`src/rtl/dcache_pkg.sv`:
```
package dcache_pkg;

    localparam int ADDR_W         = 32;
    localparam int WORD_W         = 32;
    localparam int BYTES_PER_WORD = WORD_W / 8;
    localparam int WAY_NUM        = 2;
    localparam int WORDS_PER_LINE = 8;
    localparam int LINE_W         = WORD_W * WORDS_PER_LINE;
    localparam int SETS           = 128;

    // address field positions
    localparam int TAG_LSB        = 12;
    localparam int INDEX_LSB      = 5;
    localparam int WORD_LSB       = 2;

    localparam int TAG_W          = ADDR_W - TAG_LSB;
    localparam int INDEX_W        = TAG_LSB - INDEX_LSB;
    localparam int WORD_SEL_W     = INDEX_LSB - WORD_LSB;

    typedef logic [ADDR_W-1:0]         addr_t;
    typedef logic [WORD_W-1:0]         word_t;
    typedef logic [BYTES_PER_WORD-1:0] byte_en_t;
    typedef logic [LINE_W-1:0]         line_t;     // word 0 in low bits
    typedef logic [TAG_W-1:0]          tag_t;
    typedef logic [INDEX_W-1:0]        index_t;
    typedef logic [WORD_SEL_W-1:0]     word_sel_t;
    typedef logic [WAY_NUM-1:0]        way_vec_t;

    typedef enum logic [2:0] {
        op_none,
        op_load,
        op_store,
        op_refill,
        op_invalidate
    } cache_op_t;

endpackage

```
`src/rtl/dcache_hit_select.sv`:
```
module dcache_hit_select (
    input  dcache_pkg::addr_t    pa,
    input  dcache_pkg::tag_t     rtag0,
    input  dcache_pkg::tag_t     rtag1,
    input  logic                 rvalid0,
    input  logic                 rvalid1,
    input  logic                 rdirty0,
    input  logic                 rdirty1,
    input  dcache_pkg::line_t    rline0,
    input  dcache_pkg::line_t    rline1,
    output dcache_pkg::way_vec_t way_hit,
    output logic                 hit,
    output dcache_pkg::word_t    load_data,
    output logic                 dirty,
    output dcache_pkg::line_t    dirty_data
);
    import dcache_pkg::*;

    tag_t      pa_tag;
    word_sel_t word_sel;
    line_t     sel_line;

    assign pa_tag   = pa[TAG_LSB +: TAG_W];
    assign word_sel = pa[WORD_LSB +: WORD_SEL_W];

    assign way_hit[0] = rvalid0 && (rtag0 == pa_tag);
    assign way_hit[1] = rvalid1 && (rtag1 == pa_tag);
    assign hit        = |way_hit;

    // way 0 unless way 1 hits
    assign sel_line   = way_hit[1] ? rline1 : rline0;
    assign dirty      = way_hit[1] ? rdirty1 : rdirty0;
    assign dirty_data = sel_line;
    assign load_data  = sel_line[WORD_W*word_sel +: WORD_W];

endmodule

```
`config.mk`:
```
export PLATFORM = sky130hd
export DESIGN_NAME = dcache_hit_select
export DESIGN_NICKNAME = d
export VERILOG_FILES = /design/src/rtl/dcache_pkg.sv /design/src/rtl/dcache_hit_select.sv
export SDC_FILE = /design/constraint.sdc
export NUM_CORES = 1
export LEC_CHECK = 0
export BUFFER_PORTS_ARGS = -buffer_cell sky130_fd_sc_hd__buf_2
export CAP_MARGIN = 30
export CORE_AREA = 2 2 338 340
export DETAILED_ROUTE_END_ITERATION = 8
export DIE_AREA = 0 0 340 342
export SYNTH_ARGS = -nofsm -noshare
export SYNTH_HDL_FRONTEND = slang
export SYNTH_SLANG_ARGS = --single-unit
```
`constraint.sdc`:
```
create_clock -name vclk -period 5.3
set_input_delay 1.59 -clock vclk [all_inputs]
set_output_delay 1.59 -clock vclk [all_outputs]
set_load 0.01 [all_outputs]
```
==> key figures <==
Timing
  • Min Clock Period, post-route: 5.76 ns
  • Slack of the critical path: -0.464 ns
  • Slew headroom: between 60% and 70%
  • Final setup violating endpoints: between 200 and 300
  • Slew @ Worst Pin: 0.573 ns
  • FMAX: 0.173 GHz
  • TNS Setup: -103.54 ns
  • Final Cycle Share: 109%
  • Fin. max-slew vios: 0
  • RSZ-0062 raised after global routing: yes
  • Fin. Hold Viols: 0

Critical path
  • Critical path fanouts, max: 8
  • Worst Path Required: 3.71 ns
  • Critical path launch point type: input pin
  • WP data arrival: 4.17 ns
  • Crit end category: output port
  • WS Path Type: in2out

Cells and area
  • Leading cell type in the layout, fill and taps excluded: nand2_1
  • Clock buffer cells: 0
  • Fill cell count: 12921
  • Layout cell share with drive strength beyond 1: 49.7%
  • Multi-input gate area: 10400 µm²
  • Reg area: 0 µm²
  • FFs & Latches: 0
  • P&R area growth vs syn: 119%
  • Most frequent cells in the layout: nand2_1, buf_2, nand2b_1
  • # nets final: 3509

Yosys
  • Yosys cell types: 26
  • Mapped Cells: 1953
  • YS warnings: 0
  • Top cells by area, synth: nand2_1, nand2b_1, a211oi_1
  • Share of the synthesized area in the top cell type: 40.0%
  • Seq/Total Area, Yosys: 0%
  • Post-synth net total: 2541
  • Area leader, netlist: nand2_1
  • Mapped Area: a little under 10000 µm²
  • Mean Syn Cell Area: roughly 4.9 µm²

Floorplanning
  • Die Span X: 340 µm
  • Starting density of the core: 8.53%
  • Row count: 124
  • Die Y: about 340 µm
  • Core Region: 113000 µm²
  • Die area: 116000 µm²
  • IO Pins: 880

Placement
  • I/O Buffers: slightly below 900
  • Gp weighted congestion: ~0.9
  • DP Wirelength: between 90 and 100 mm

Pwr
  • Cell Pwr Density: 61.7 nW/µm²
  • P_leak: 10.5 nW
  • Tot Pwr: 1.30 mW
  • Worst vdd ir: 41.6 µV

Run status
  • Failing checks: setup timing
  • Status: finished with violations

Global route
  • Vias in the first global route: 16157
  • Initial antenna violation count: 102
  • Aggregate global routing overflow: 0
  • GRT Total Usage: 17.5%
  • First-pass GRT wire length: 140 mm
  • Largest net degree at the start of global routing: between 80 and 90

Detailed routing
  • Routed len/inst: roughly 26 µm
  • Drt drc: 0
  • Via count: 18984
  • Drt first pass iters: 5
  • Starting DRT DRC Count: 1456
  • Vias/cell: 4.26
  • Routed WL: 117 mm
  • Routed Antenna Nets: 0

Hold path
  • Hold Path Class: in2out

Run
  • Max_cap viols: 0
[critical path, cell delays in order]
cell and delay, ns:
buf_2 0.13, xor2_4 0.15, or4_4 0.54, buf_6 0.14, nor4_4 0.28, buf_12 0.21, buf_16 0.17, buf_8 0.15
a22oi_2 0.08, o21ai_2 0.20, buf_6 0.15, nand4_1 0.15, buf_4 0.20
[final timing paths]
check / from / to / slack [ns] / cells past startpoint
min: rline0[69] / dirty_data[69] / 3.47 / 4
max: rtag1[17] / load_data[28] / -0.46 / 13
[report_power, final]
part	leakage (nW)	internal, mW	switching (mW)
Clock	0.000146	0.000000469	0
Sequential	0	0	0
Combinational	10.5	0.561	0.743
Total	10.5	0.561	0.743
[repair_timing]
| action | in CTS | in global routing |
|---|---|---|
| setup endpoints to repair | 289 | 289 |
| gates resized for setup | 224 | 512 |
| setup buffers | 15 | 24 |
| hold buffers | 0 | 0 |
| cloned | 14 | 33 |
| pin swaps | 56 | 271 |
[kinds of logic after synthesis]
| logic type | synth area share [%] |
|---|---|
| buffers and inverters | 9.17 |
| AOI/OAI and AO/OA | 26.5 |
| and+or+nand+nor | 60.7 |
| xor gates and xnor gates | 3.63 |
[metrics by stage]
stage	instance area (µm²)	instances	hold WS, ns	util, %	worst slack (ns)
5_1_grt	21100	4439	3.48	18.7	-0.542
2_1_floorplan	9650	1953	3.29	-	0.0936
4_1_cts	18300	4379	3.46	16.2	-0.503
3_5_place_dp	17000	4358	3.46	15.1	-1.02
6_report	21100	4454	3.47	18.7	-0.464
3_3_place_gp	17000	4358	3.46	15.1	-1.05
[Yosys cell counts]
library cell	count
nand2_1	1029
o21ai_0	128
nor2_2	1
nand4b_1	1
or4_1	2
nor4b_1	1
buf_2	20
a211oi_1	128
buf_4	23
and3_1	1
nand2b_1	256
or3b_2	1
and2_1	1
xor2_1	16
nand4_1	38
a22oi_1	128
or2_2	1
nor4_1	6
nand3_1	4
xnor2_1	24
buf_6	12
nor2b_1	2
clkbuf_1	126
nor2_1	2
and3b_1	1
buf_1	1
[final cells by class]
| class | instances | area share, % |
|---|---|---|
| Antenna cell | 23 | 0.272 |
| Tap cell | 1512 | 8.95 |
| Timing Repair Buffer | 1146 | 41.6 |
| Multi-Input combinational cell | 1773 | 49.2 |
[per-layer routing]
layer  up-vias  wire length, µm  global-route usage [%]
li1       8425                -                       -
met1      8847            52100                    24.3
met2      1326            50700                    27.6
met3       358             8560                    3.56
met4        28             5360                    3.78
met5         -              172                       0
Power figures use the tool's default switching activity.
