===== config.mk =====
export PLATFORM = sky130hd
export DESIGN_NAME = dcache_write_ctrl
export DESIGN_NICKNAME = d
export VERILOG_FILES = /design/src/rtl/dcache_pkg.sv /design/src/rtl/dcache_write_ctrl.sv
export SDC_FILE = /design/constraint.sdc
export NUM_CORES = 1
export LEC_CHECK = 0
export ABC_CLOCK_PERIOD_IN_PS = 1900
export BUFFER_PORTS_ARGS = -buffer_cell sky130_fd_sc_hd__buf_4
export CORE_AREA = 2 2 254 256
export DETAILED_ROUTE_END_ITERATION = 8
export DIE_AREA = 0 0 256 258
export GPL_TIMING_DRIVEN = 1
export REMOVE_ABC_BUFFERS = 1
export SLEW_MARGIN = 10
export SYNTH_ARGS = -nofsm -noshare
export SYNTH_HDL_FRONTEND = slang
export SYNTH_SLANG_ARGS = --single-unit

===== constraint.sdc =====
create_clock -name vclk -period 1.9
set_input_delay 0.19 -clock vclk [all_inputs]
set_output_delay 0.19 -clock vclk [all_outputs]
set_load 0.02 [all_outputs]

===== src/rtl/dcache_pkg.sv =====
package dcache_pkg;

    localparam int ADDR_W         = 32;
    localparam int WORD_W         = 32;
    localparam int BYTES_PER_WORD = WORD_W / 8;
    localparam int WAY_NUM        = 2;
    localparam int WORDS_PER_LINE = 8;
    localparam int LINE_W         = WORD_W * WORDS_PER_LINE;
    localparam int SETS           = 128;

    // address field positions
    localparam int TAG_LSB        = 12;
    localparam int INDEX_LSB      = 5;
    localparam int WORD_LSB       = 2;

    localparam int TAG_W          = ADDR_W - TAG_LSB;
    localparam int INDEX_W        = TAG_LSB - INDEX_LSB;
    localparam int WORD_SEL_W     = INDEX_LSB - WORD_LSB;

    typedef logic [ADDR_W-1:0]         addr_t;
    typedef logic [WORD_W-1:0]         word_t;
    typedef logic [BYTES_PER_WORD-1:0] byte_en_t;
    typedef logic [LINE_W-1:0]         line_t;     // word 0 in low bits
    typedef logic [TAG_W-1:0]          tag_t;
    typedef logic [INDEX_W-1:0]        index_t;
    typedef logic [WORD_SEL_W-1:0]     word_sel_t;
    typedef logic [WAY_NUM-1:0]        way_vec_t;

    typedef enum logic [2:0] {
        op_none,
        op_load,
        op_store,
        op_refill,
        op_invalidate
    } cache_op_t;

endpackage


===== src/rtl/dcache_write_ctrl.sv =====
module dcache_write_ctrl (
    input  dcache_pkg::cache_op_t                                op,
    input  dcache_pkg::addr_t                                    ad,
    input  dcache_pkg::way_vec_t                                 way_hit,
    input  logic                                                 refill_way,
    input  dcache_pkg::byte_en_t                                 byte_en,
    input  dcache_pkg::word_t                                    store_data,
    input  dcache_pkg::line_t                                    refill_line,
    output dcache_pkg::way_vec_t                                 tag_we,
    output dcache_pkg::way_vec_t                                 valid_we,
    output dcache_pkg::way_vec_t                                 dirty_we,
    output logic                                                 wvalid,
    output logic                                                 wdirty,
    output dcache_pkg::byte_en_t [dcache_pkg::WORDS_PER_LINE-1:0] word_we0,
    output dcache_pkg::byte_en_t [dcache_pkg::WORDS_PER_LINE-1:0] word_we1,
    output dcache_pkg::line_t                                    wline
);
    import dcache_pkg::*;

    way_vec_t                      refill_sel;
    way_vec_t                      inval_sel;
    word_sel_t                     word_sel;
    byte_en_t [WORDS_PER_LINE-1:0] store_word_we;
    byte_en_t [WORDS_PER_LINE-1:0] word_we [WAY_NUM];

    assign refill_sel = refill_way ? 2'b10 : 2'b01;  // one-hot
    assign inval_sel  = ad[0] ? 2'b10 : 2'b01;       // way named by ad bit 0
    assign word_sel   = ad[WORD_LSB +: WORD_SEL_W];

    always_comb begin
        store_word_we           = '0;
        store_word_we[word_sel] = byte_en;
    end

    always_comb begin
        tag_we   = '0;
        valid_we = '0;
        dirty_we = '0;
        wvalid   = 1'b0;
        wdirty   = 1'b0;
        for (int w = 0; w < WAY_NUM; w++) begin
            word_we[w] = '0;
        end

        case (op)
            op_refill: begin
                tag_we   = refill_sel;
                valid_we = refill_sel;
                dirty_we = refill_sel;   // clean line
                wvalid   = 1'b1;
                for (int w = 0; w < WAY_NUM; w++) begin
                    if (refill_sel[w]) begin
                        word_we[w] = '1;
                    end
                end
            end
            op_store: begin
                // a miss leaves way_hit at zero, so nothing is written
                dirty_we = way_hit;
                wdirty   = 1'b1;
                for (int w = 0; w < WAY_NUM; w++) begin
                    if (way_hit[w]) begin
                        word_we[w] = store_word_we;
                    end
                end
            end
            op_invalidate: begin
                valid_we = inval_sel;
            end
            default: begin
            end
        endcase
    end

    assign wline    = (op == op_refill) ? refill_line : {WORDS_PER_LINE{store_data}};
    assign word_we0 = word_we[0];
    assign word_we1 = word_we[1];

endmodule


==> results.ini <==
[outcome]
status = complete, but fails checks
violations = setup timing

[synth]
syn_avg_cell_area_um2 = 10.3
yosys-top-cells-area = mux2_2, mux2_1, mux2_4
syn_inst = 429
synth-seq-area-share_pct = 0
synthesis.area_um2 = 4440
synth_common_cells = mux2_2, mux2_1, buf_6
ys_warn_count = 0
yosys.area.top_type = mux2_2
synth_most_common_cell = mux2_2
yosysTopAreaCellShare_pct = 36.8
ys_types = 26

[global_route]
grt_max_degree = 44
antenna_found_initial = 3
grt_pass1_wl_mm = 67.6
grt_overflow = 0
grt_use_total_pct = 15.5
grt_pass1_vias = 6423

[worst_setup_path]
worstPathArrival_ns = 1.73
startpoint = op[2]
required_ns = 1.71
path_class = in2out
cp_max_fo = 24
setup.worst_path.start_class = primary input
cp-end-kind = output pin

[power_and_ir_drop]
power_switching_mw = 1.73
irDropWorstVdd_mv = 0.0664
p_leak_nw = 4.51
internal_power_mw = 1.33
pwr_density_cell_nw_per_um2 = 299
p_sw_share_pct = 56.5
clockPowerShare_pct = 0
seq_power_share_pct = 0
p_comb_share_pct = 100.0

[route]
drt_wl_total_mm = 55.1
dr.pass1.iters = 4
ant_nets = 0
drt_iter0_markers = 343
dr_total_vias = 6454
wire_per_inst_um = 29.0
vias_per_cell = 3.40
drc_errors = 0

[sta]
worst-slew-pin-transition_ns = 0.992
hold_ws_ns = 0.665
tns_ns = -0.0423
slew_viol_final = 0
setup_viol = 5
fmax_mhz = 521
timing.final.crit_share_pct = 101
relSlewSlack_pct = 32.5
hold_violations = 0
fin_ws_ns = -0.0194
min_period_ns = 1.92
rsz0062_at_grt = yes

[job]
max-cap-violations = 0

[layout]
multi_input_area_um2 = 3990
final_nets = 1372
seq_cells = 0
area.sequential_um2 = 0
drive_gt1_share_pct = 82.2
area_delta_synth_final_pct = 131
nClkBuffers = 0
fillers = 7256
post-route-util_pct = 16.1

[placed_design]
globalplace.congestion = 0.913
port_buffers = 630
dp_hpwl_mm = 50.5

[floorplan]
rows = 93
die_w_um = 256
io_pins = 658
dieArea_um2 = 66000
die_y_um = 258
coreArea_um2 = 63600
start_util_pct = 6.97

[hold_path]
min_delay_path_depth = 3
worstHoldPathType = in2out
min-delay-start = ad[0]

[clock_tree]
postCtsHoldBufs = 0
post_cts_buffers = 0

==> stage by stage <==
stage | instances | setup slack (ns) | instance area [um^2] | power, mW
after floorplan | 369 | -6.01 | 3970 | 1.21
after global placement | 1894 | -0.0218 | 10200 | 3.11
after detailed placement | 1894 | -0.0169 | 10200 | 3.10
after CTS | 1894 | -0.0141 | 10200 | 3.12
after global routing | 1897 | -0.0421 | 10200 | 3.27
final | 1898 | -0.0194 | 10200 | 3.06
==> cells by family (layout without fill, tap and decap cells) <==
group	after synthesis	after routing	synth area share (%)
compound gates	66	66	13.0
simple gates	42	42	8.80
buf+inv	64	675	10.9
other cells	0	3	0
mux	257	257	67.4
==> critical path: stages <==
cell	delay (ns)
buf_4	0.13
and3b_4	0.30
buf_12	0.20
buf_4	0.30
mux2_2	0.39
buf_4	0.17
==> layout by cell type, fill, tap and decap left out, types with 3 or more instances in the layout <==
cell,instances
mux2_4,25
a2111oi_1,4
o21ai_0,5
nand4b_1,13
diode_2,3
mux2_1,86
buf_4,662
inv_1,4
or4b_4,3
a2111oi_0,23
buf_12,7
mux2_2,145
a2111oi_2,3
a211oi_1,27
nand4_1,4
nand4bb_1,13
==> timing repair <==
item / in CTS / in global routing
gates cloned: 0 / 1
setup endpoints to repair: 10 / 64
resized for setup: 1 / 7
==> path summary, 6_finish.rpt <==
check	slack (ns)	end
setup / recovery	-0.02	wline[166]
hold / removal	0.66	valid_we[0]
==> power groups by stage <==
stage,clock [mW],combinational (mW),sequential [mW]
4_1_cts,0,3.12,0
3_5_place_dp,0,3.10,0
3_3_place_gp,0,3.11,0
2_1_floorplan,0,1.21,0
5_1_grt,0.000000141,3.27,0
6_report,0.000000212,3.06,0
==> area by class of cell <==
class / count / share of cell area [%]
diodes: 3 / 0.0733
inverters: 4 / 0.147
multi-input cells: 365 / 38.9
well taps: 855 / 10.4
repair buffers: 671 / 50.4
==> per-layer routing <==
metal | vias to the layer above | share of wire (%) | GRT usage [%]
li1 | 2964 | - | -
met1 | 3014 | 37 | 16.8
met2 | 442 | 36 | 19.9
met3 | 34 | 23 | 16.4
met4 | 0 | 3.2 | 4.13
met5 | - | 0 | 0
No activity file was read; power rests on OpenSTA's default activity.
