File: src/rtl/dcache_pkg.sv
package dcache_pkg;

    localparam int ADDR_W         = 32;
    localparam int WORD_W         = 32;
    localparam int BYTES_PER_WORD = WORD_W / 8;
    localparam int WAY_NUM        = 2;
    localparam int WORDS_PER_LINE = 8;
    localparam int LINE_W         = WORD_W * WORDS_PER_LINE;
    localparam int SETS           = 128;

    // address field positions
    localparam int TAG_LSB        = 12;
    localparam int INDEX_LSB      = 5;
    localparam int WORD_LSB       = 2;

    localparam int TAG_W          = ADDR_W - TAG_LSB;
    localparam int INDEX_W        = TAG_LSB - INDEX_LSB;
    localparam int WORD_SEL_W     = INDEX_LSB - WORD_LSB;

    typedef logic [ADDR_W-1:0]         addr_t;
    typedef logic [WORD_W-1:0]         word_t;
    typedef logic [BYTES_PER_WORD-1:0] byte_en_t;
    typedef logic [LINE_W-1:0]         line_t;     // word 0 in low bits
    typedef logic [TAG_W-1:0]          tag_t;
    typedef logic [INDEX_W-1:0]        index_t;
    typedef logic [WORD_SEL_W-1:0]     word_sel_t;
    typedef logic [WAY_NUM-1:0]        way_vec_t;

    typedef enum logic [2:0] {
        op_none,
        op_load,
        op_store,
        op_refill,
        op_invalidate
    } cache_op_t;

endpackage

File: src/rtl/dcache_lru.sv
module dcache_lru (
    input  logic               clk,
    input  logic               reset,
    input  dcache_pkg::index_t rindex,
    input  dcache_pkg::index_t windex,
    input  logic               we,
    input  logic               wdata,
    output logic               rdata
);
    import dcache_pkg::*;

    logic [SETS-1:0] lru_q;   // 1 means way 1 was used last

    always_ff @(posedge clk) begin
        if (reset) begin
            lru_q <= '0;
            rdata <= 1'b0;
        end else begin
            if (we) begin
                lru_q[windex] <= wdata;
            end
            rdata <= lru_q[rindex];
        end
    end

endmodule

File: config.mk
export PLATFORM = sky130hd
export DESIGN_NAME = dcache_lru
export DESIGN_NICKNAME = d
export VERILOG_FILES = /design/src/rtl/dcache_pkg.sv /design/src/rtl/dcache_lru.sv
export SDC_FILE = /design/constraint.sdc
export NUM_CORES = 1
export LEC_CHECK = 0
export BUFFER_PORTS_ARGS = -buffer_cell sky130_fd_sc_hd__buf_2
export CAP_MARGIN = 5
export CORE_MARGIN = 10
export CORE_UTILIZATION = 25
export DETAILED_ROUTE_END_ITERATION = 10
export GPL_ROUTABILITY_DRIVEN = 0
export PLACE_DENSITY_LB_ADDON = 0.2
export REMOVE_ABC_BUFFERS = 1
export SYNTH_ARGS = -nofsm -noshare
export SYNTH_HDL_FRONTEND = slang
export SYNTH_SLANG_ARGS = --single-unit
File: constraint.sdc
create_clock -name clk -period 3.8 [get_ports clk]
set_clock_uncertainty 0.1 [all_clocks]
set_input_delay 0.19 -clock clk [delete_from_list [all_inputs] [get_ports clk]]
set_output_delay 0.19 -clock clk [all_outputs]
set_load 0.05 [all_outputs]
==> results of run 1 <==
worst min-delay path, stage by stage:
cell and delay (ns):
sky130_fd_sc_hd__buf_2 0.10, sky130_fd_sc_hd__inv_1 0.12, sky130_fd_sc_hd__o41ai_1 0.10
per-layer routing:
metal | wire [um] | part of all wire [%] | track usage [%] | vias to the layer above
met4 | 354 | 1.6 | 4.63 | 0
met2 | 10900 | 48 | 21.7 | 154
li1 | - | - | - | 2789
met1 | 10400 | 46 | 17.8 | 2897
met5 | 0 | 0 | 0 | -
met3 | 1020 | 4.5 | 2.85 | 26
flip-flops by register name, summed over array words and instances (netlist names):
name / cells
lru_q: 128
rdata: 1
final cells by class:
class,instances,area (sq um)
clock inverter,8,81.3
fill,2704,18000
timing repair buffer,29,203
sequential,129,2580
tap,330,413
inverter,3,11.3
clock buffer,23,478
multi-input combinational,572,3450
through the flow:
| stage | hold WS (ns) | instances | total power [W] | cell area (sq um) |
|---|---|---|---|---|
| floorplan | 0.159 | 704 | 0.00147 | 6040 |
| global placement | 0.357 | 1063 | 0.00162 | 6660 |
| detailed placement | 0.365 | 1063 | 0.00162 | 6660 |
| CTS | 0.0166 | 1094 | 0.00320 | 7220 |
| global route | 0.0298 | 1094 | 0.00327 | 7220 |
| finish | 0.0256 | 1094 | 0.00317 | 7220 |
power groups by stage:
| stage | clock [W] | combinational [W] | sequential [W] |
|---|---|---|---|
| after CTS | 0.00161 | 0.000232 | 0.00136 |
| after global placement | 0 | 0.000233 | 0.00139 |
| after global routing | 0.00166 | 0.000250 | 0.00136 |
| final | 0.00158 | 0.000234 | 0.00136 |
| after floorplan | 0 | 0.0000785 | 0.00139 |
| after detailed placement | 0 | 0.000232 | 0.00139 |
cells by family (layout without fill, tap and decap cells):
| logic type | after synthesis | in the layout | share of synthesized area [%] |
|---|---|---|---|
| simple gates | 250 | 250 | 19.1 |
| flops | 129 | 129 | 40.4 |
| buf+inv | 71 | 63 | 5.75 |
| compound gates | 275 | 275 | 22.5 |
| mux | 47 | 47 | 12.3 |
worst min-delay path by stage:
stage | to | slack (ns) | startpoint | depth (start not counted)
global placement | lru_q[61]$_SDFFE_PP0P_ | 0.36 | lru_q[61]$_SDFFE_PP0P_ | 2
global route | rdata$_SDFF_PP0_ | 0.03 | rindex[6] | 3
finish | rdata$_SDFF_PP0_ | 0.03 | rindex[6] | 3
CTS | rdata$_SDFF_PP0_ | 0.02 | rindex[6] | 3
detailed placement | lru_q[35]$_SDFFE_PP0P_ | 0.37 | lru_q[35]$_SDFFE_PP0P_ | 2
floorplan | lru_q[0]$_SDFFE_PP0P_ | 0.16 | reset | 1
cells in the mapped netlist, types with 2 or more instances:
cell and count:
sky130_fd_sc_hd__a221oi_1 3, sky130_fd_sc_hd__mux4_2 9, sky130_fd_sc_hd__mux2i_1 17, sky130_fd_sc_hd__buf_4 4, sky130_fd_sc_hd__or3_1 4, sky130_fd_sc_hd__buf_2 9
sky130_fd_sc_hd__nor2b_1 8, sky130_fd_sc_hd__nand4_1 3, sky130_fd_sc_hd__nor2_1 37, sky130_fd_sc_hd__and2b_1 2, sky130_fd_sc_hd__o21ai_0 120, sky130_fd_sc_hd__nand2b_1 6
sky130_fd_sc_hd__clkbuf_1 49, sky130_fd_sc_hd__buf_12 3, sky130_fd_sc_hd__o21ai_1 7, sky130_fd_sc_hd__nand3_1 129, sky130_fd_sc_hd__a21oi_1 129, sky130_fd_sc_hd__nor4_1 2
sky130_fd_sc_hd__buf_6 2, sky130_fd_sc_hd__nor3_1 7, sky130_fd_sc_hd__a22oi_1 9, sky130_fd_sc_hd__or2_2 4, sky130_fd_sc_hd__mux4_1 12, sky130_fd_sc_hd__inv_1 3
sky130_fd_sc_hd__dfxtp_1 129, sky130_fd_sc_hd__mux2_2 7, sky130_fd_sc_hd__nand2_1 40, sky130_fd_sc_hd__mux2_1 2
==> impl_metrics.csv, run 1 <==
group,metric,value,unit
run_status,run_status,"finished clean",
setup_path,worst_r2r_path_depth,5,
setup_path,setup.worst_path.end,"rdata$_SDFF_PP0_",
flow_run,max_cap_check_violation_count,0,
logic_synthesis,synth.lib_cells_used.distinct,44,
power_and_ir_drop,intPower,0.00236,W
final_layout,most-common-layout-cells,"sky130_fd_sc_hd__a21oi_1 (129), sky130_fd_sc_hd__nand3_1 (129), sky130_fd_sc_hd__dfxtp_1 (129)",
logic_synthesis,mapped_avg_cell_area,8.29,sq um
detailed_routing,antenna_left,0,
final_layout,fin_util,28.7,%
placement,port-buffer-count,18,
final_layout,synthToLayoutAreaGrowth,12.9,%
logic_synthesis,sequential_element_share_of_the_synthesized_area,40.4,%
sta,worst_slew_pin_slew,1.13,ns
setup_path,crit-reg2reg-capture,"rdata$_SDFF_PP0_",
clocking,tritoncts,"built",
setup_path,cp_num_cells,6,
clocking,clock_path_buffers,2,
setup_path,r2r_start,"lru_q[61]$_SDFFE_PP0P_",
clocking,cts_inserted_buffers,17,
clocking,clk_latency,0.43,ns
placement,dp.final_hpwl,13.8,mm
setup_path,cell_family_with_most_cp_delay,"multiplexers",
detailed_routing,wire_per_inst,20.8,um
sta,final_critical_path_time_including_i_o_delays_and_setup,2.11,ns
die,die_w,180,um
sta,fin_tns_setup,0,ns
power_and_ir_drop,powerDensity,440,mW/mm^2
power_and_ir_drop,power.share.sequential,42.8,%
setup_path,ff2ff_setup_slack,1.94,ns
setup_path,cpPeakStageDelay,0.65,ns
detailed_routing,drtPass1Iterations,5,
clocking,post_cts_buffers,0,
final_layout,antenna-diode-count,0,
sta,finalCritPeriodShare,55.7,%
logic_synthesis,post-synth-top-area-cell,"sky130_fd_sc_hd__dfxtp_1",
logic_synthesis,synth_enable_flop_cells,0,
setup_path,worstSetupPathType,"input port to flip-flop",
setup_path,critical_path.max_fanout,28,
logic_synthesis,yosysTopAreaCellShare,40.4,%
global_routing,globalRouteOverflowTotal,0,
sta,final_critical_path_setup_slack,1.69,ns
logic_synthesis,mappedNetlistArea,0.00640,sq mm
hold_path,worst_hold_path_type,"input port to flip-flop",
power_and_ir_drop,power.leakage,2.28,nW
die,fp.coreArea,0.0252,sq mm
sta,maxSlewViolCount,0,
sta,timing_limited_maximum_frequency,0.473,GHz
detailed_routing,routed_wl,22.7,mm
global_routing,grt_start_max_net_pins,85,
setup_path,critical_path_cell_sequence,"buf_2, mux4_1, mux2_2, a221oi_1, or4_1, o41ai_1",
final_layout,post_route_cells_drive_above_1_share,10.9,%
global_routing,antenna_found_initial,0,
die,die_area,0.0324,sq mm
sta,slew_headroom,24.0,%
power_and_ir_drop,switching_share,25.7,%
clocking,worst_setup_hold_path_clk_slew,0.06,ns
power_and_ir_drop,pwr-share-comb,7.4,%
clocking,cts_resized,0,
setup_path,critPathRequiredTime,4.01,ns
detailed_routing,route.detailed.drc,0,
clocking,cts.sinks,129,
global_routing,grt_pass1_vias,5644,
setup_path,cp_slowest_cell,"sky130_fd_sc_hd__mux4_1",
clocking,hold_buffers,0,
setup_path,timing.critical_path.from,"rindex[0]",
die,die_h,180,um
detailed_routing,route.detailed.vias_per_inst,5.36,
setup_path,endpoint_kind,"flip-flop",
power_and_ir_drop,clock_power_share,49.9,%
setup_path,worst_setup_path_start_kind,"input port",
logic_synthesis,synth_cells,772,
sta,final-setup-viol-count,0,
logic_synthesis,synthArstFlopShare,0,%
die,design.portCount,19,
logic_synthesis,synthTopCellsByArea,"sky130_fd_sc_hd__dfxtp_1 (40%), sky130_fd_sc_hd__a21oi_1 (10%), sky130_fd_sc_hd__nand3_1 (10%), sky130_fd_sc_hd__o21ai_0 (9.4%), sky130_fd_sc_hd__mux4_1 (4.9%)",
clocking,htreeDepth,4,
logic_synthesis,synth.ff_latch_count,129,
die,num_rows,58,
setup_path,crit_buf_inv,1,
logic_synthesis,yosysWarningCount,0,
logic_synthesis,synth_ff_type,"sky130_fd_sc_hd__dfxtp_1",
setup_path,worst-endpoint-arrival,2.32,ns
power_and_ir_drop,peakVddDrop,319,uV
detailed_routing,first_iter_violations,647,
detailed_routing,dr_total_vias,5866,
final_layout,finish.net_count,770,
global_routing,global_route_wire_length_before_repair,35.3,mm
sta,hold_viol,0,
global_routing,gr-usage-all-layers,13.6,%
power_and_ir_drop,netSwitchingPower,0.000817,W
placement,detailedPlace.worstSlack,1.23,ns
die,floorplan.initialDensity,25.4,%
clocking,clock-root-buffer,"sky130_fd_sc_hd__clkbuf_16",
sta,rsz_0062_raised_after_global_routing,"false",
No activity file was read; power rests on OpenSTA's default activity.
==> inputs of run 2 (changes only) <==
- ABC_AREA: unset -> 1
- clock period: 3.8 -> 2.2 ns (I/O delays scaled with it)
==> run 2 against run 1 <==
Against the previous run:
- design area up 6.5%
- synthesized cell count up 22%
- area after synthesis up 1.1%
- die area up 0.96%
- via count up 16%
- cell count up 18%
- combinational power up 130%
- global-route usage up 1.8 points
==> impl_metrics.csv, run 2 <==
group,metric,value,unit
run_status,run_status,"finished clean",
setup_path,cell_family_with_most_cp_delay,"buffers and inverters",
power_and_ir_drop,power.leakage,2.48,nW
setup_path,crit_buf_inv,5,
logic_synthesis,synth_ff_type,"sky130_fd_sc_hd__dfxtp_1",
setup_path,critical_path.max_fanout,14,
global_routing,gr-usage-all-layers,15.4,%
detailed_routing,route.detailed.drc,0,
global_routing,grt_pass1_vias,6541,
detailed_routing,dr_total_vias,6818,
sta,final_critical_path_setup_slack,0.222,ns
logic_synthesis,yosysTopAreaCellShare,39.9,%
clocking,cts_inserted_buffers,17,
logic_synthesis,post-synth-top-area-cell,"sky130_fd_sc_hd__dfxtp_1",
final_layout,top_register,"lru_q",
logic_synthesis,post_synth_most_frequent_cells,"sky130_fd_sc_hd__nand3_1 (193), sky130_fd_sc_hd__nand2_1 (148), sky130_fd_sc_hd__dfxtp_1 (129)",
sta,finalCritPeriodShare,89.9,%
logic_synthesis,sequential_element_share_of_the_synthesized_area,39.9,%
clocking,htreeDepth,4,
final_layout,mostFrequentLayoutCell,"sky130_fd_sc_hd__nand3_1",
die,num_rows,58,
final_layout,largest_register_ff_count,128,
flow_run,max_cap_check_violation_count,0,
global_routing,globalRouteOverflowTotal,0,
detailed_routing,first_iter_violations,574,
die,die_w,181,um
clocking,clock_path_buffers,2,
final_layout,synthToLayoutAreaGrowth,19.0,%
setup_path,cp_slowest_cell,"sky130_fd_sc_hd__dlygate4sd3_1",
clocking,cts.sinks,129,
clocking,tritoncts,"built",
final_layout,finish.net_count,970,
setup_path,ff2ff_setup_slack,0.33,ns
detailed_routing,routed_wl,25.9,mm
clocking,cts_resized,0,
die,design.portCount,19,
clocking,worst_setup_hold_path_clk_slew,0.06,ns
setup_path,endpoint_kind,"flip-flop",
setup_path,critical_path_cell_sequence,"dlygate4sd3_1, buf_2, inv_1, nor3_1, inv_2, nor2_4, inv_2, o21ai_0, a21oi_1",
logic_synthesis,post-synth-top-count-cell,"sky130_fd_sc_hd__nand3_1",
placement,postPlaceCellArea,0.00697,sq mm
final_layout,post_route_cells_drive_above_1_share,12.3,%
hold_path,worst_hold_path_type,"input port to flip-flop",
die,die_area,0.0327,sq mm
global_routing,antenna_found_initial,0,
power_and_ir_drop,peakVddDrop,453,uV
die,fp.coreArea,0.0253,sq mm
sta,hold_viol,0,
logic_synthesis,mappedNetlistArea,0.00646,sq mm
global_routing,grt_start_max_net_pins,129,
final_layout,final_design_area_no_fill,0.00769,sq mm
sta,worst_slew_pin_slew,0.699,ns
detailed_routing,route.detailed.vias_per_inst,5.26,
detailed_routing,antenna_left,0,
sta,rsz_0062_raised_after_global_routing,"false",
logic_synthesis,synth_top_family_by_area,"simple AND/OR/NAND/NOR gates",
logic_synthesis,synthTopCellsByArea,"sky130_fd_sc_hd__dfxtp_1 (40%), sky130_fd_sc_hd__nand3_1 (15%), sky130_fd_sc_hd__a21oi_1 (9.9%), sky130_fd_sc_hd__nor3_1 (8.7%), sky130_fd_sc_hd__nand2_1 (8.6%)",
die,floorplan.initialDensity,25.5,%
logic_synthesis,proportion_of_synthesized_area_in_mux_cells,0,%
final_layout,most-common-layout-cells,"sky130_fd_sc_hd__nand3_1 (193), sky130_fd_sc_hd__nand2_1 (148), sky130_fd_sc_hd__dfxtp_1 (129)",
setup_path,worstSetupPathType,"input port to flip-flop",
logic_synthesis,synth.lib_cells_used.distinct,18,
sta,slew_headroom,53.3,%
setup_path,critPathRequiredTime,2.39,ns
logic_synthesis,synth_enable_flop_cells,0,
final_layout,largestRegisters,"lru_q (128), rdata (1)",
placement,detailedPlace.worstSlack,0.324,ns
global_routing,global_route_wire_length_before_repair,39.7,mm
logic_synthesis,synth_xor_xnor_area_share,0,%
logic_synthesis,yosysWarningCount,0,
sta,final-setup-viol-count,0,
die,die_h,181,um
placement,dp.final_hpwl,14.6,mm
detailed_routing,drtPass1Iterations,5,
detailed_routing,wire_per_inst,20.0,um
final_layout,antenna-diode-count,0,
final_layout,instances_no_fill,1295,
sta,fin_tns_setup,0,ns
sta,maxSlewViolCount,0,
setup_path,worst_path_most_repeated_cell,"sky130_fd_sc_hd__inv_2",
placement,placed_cells,1256,
sta,timing_limited_maximum_frequency,0.506,GHz
logic_synthesis,synthArstFlopShare,0,%
setup_path,cpPeakStageDelay,0.53,ns
setup_path,worst_setup_path_start_kind,"input port",
sta,final_critical_path_time_including_i_o_delays_and_setup,1.98,ns
logic_synthesis,mapped_avg_cell_area,6.88,sq um
placement,port-buffer-count,18,
logic_synthesis,area_share_of_fa_ha_maj_cells_after_synthesis,0,%
clocking,clk_latency,0.44,ns
logic_synthesis,synth.ff_latch_count,129,
clocking,clock-root-buffer,"sky130_fd_sc_hd__clkbuf_16",
final_layout,fin_util,30.4,%
logic_synthesis,synth_cells,939,
logic_synthesis,synth_simple_gate_area_share,35.5,%
logic_synthesis,synth_compound_area_share,15.8,%
power_and_ir_drop,powerDensity,791,mW/mm^2
setup_path,worst-endpoint-arrival,2.17,ns
==> run 2: changes by cell type after synthesis, moves of 10 or more <==
cell	change
sky130_fd_sc_hd__buf_6	+10
sky130_fd_sc_hd__clkbuf_1	-10
sky130_fd_sc_hd__inv_1	+36
sky130_fd_sc_hd__inv_2	+14
sky130_fd_sc_hd__mux2i_1	-17
sky130_fd_sc_hd__mux4_1	-12
sky130_fd_sc_hd__nand2_1	+108
sky130_fd_sc_hd__nand3_1	+64
sky130_fd_sc_hd__nor2_1	-23
sky130_fd_sc_hd__nor3_1	+105
sky130_fd_sc_hd__o21ai_0	-59
==> run 2: power by group <==
group	leakage [nW]	internal, W	total (W)	switching (W)
combinational	1.14	0.000133	0.000545	0.000412
clock	0.304	0.00204	0.00319	0.00115
sequential	1.04	0.00234	0.00235	0.00000488
==> run 2: cell families (layout without fill, tap and decap cells) <==
group	after synthesis	in the layout
simple gates	485	485
flops	129	129
compound gates	204	204
buf+inv	121	147
==> run 2: worst paths after layout <==
check / depth (start not counted) / startpoint / end
min: 6 / rindex[4] / rdata$_SDFF_PP0_
max reg2reg: 11 / lru_q[11]$_SDFFE_PP0P_ / rdata$_SDFF_PP0_
max: 9 / windex[2] / lru_q[23]$_SDFFE_PP0P_
min reg2reg: 2 / lru_q[126]$_SDFFE_PP0P_ / lru_q[126]$_SDFFE_PP0P_
==> run 2: worst reg2reg max path, stage by stage, from the launching register on <==
cell	delay [ns]
sky130_fd_sc_hd__dfxtp_1	0.31
sky130_fd_sc_hd__nand2_1	0.06
sky130_fd_sc_hd__nand3_1	0.08
sky130_fd_sc_hd__nand3_1	0.11
sky130_fd_sc_hd__nand3_1	0.16
sky130_fd_sc_hd__nand2_1	0.10
sky130_fd_sc_hd__nand2_1	0.05
sky130_fd_sc_hd__nand3_1	0.07
sky130_fd_sc_hd__nand2_1	0.05
sky130_fd_sc_hd__nor2_1	0.07
sky130_fd_sc_hd__dlygate4sd3_1	0.55
sky130_fd_sc_hd__nor2_1	0.04
==> run 2: timing repair <==
item,CTS,global route
buffers inserted,0,0
hold buffers,7,0
endpoints found under the hold margin,8,0
==> run 2: layer usage <==
metal / up-vias / share of wire [%] / wire [um] / track usage [%]
li1: 3269 / - / - / -
met1: 3262 / 48 / 12500 / 21.3
met2: 252 / 44 / 11300 / 23.4
met3: 35 / 6.1 / 1580 / 3.12
met4: 0 / 1.7 / 431 / 5.05
met5: - / 0 / 0 / 0
==> run 2: stage by stage <==
step	power (W)	hold WS (ns)
after detailed placement	0.00293	0.308
after global routing	0.00626	0.124
after CTS	0.00612	0.0325
after global placement	0.00293	0.309
after floorplan	0.00260	0.0791
final	0.00608	0.0550
==> run 2: cell type report <==
cell class / count / area [sq um]
Clock buffer: 18 / 439
Tap cell: 330 / 413
Timing Repair Buffer: 62 / 531
Multi-Input combinational cell: 689 / 3320
Sequential cell: 129 / 2580
Inverter: 53 / 199
Clock inverter: 14 / 211
Fill cell: 2717 / 17600
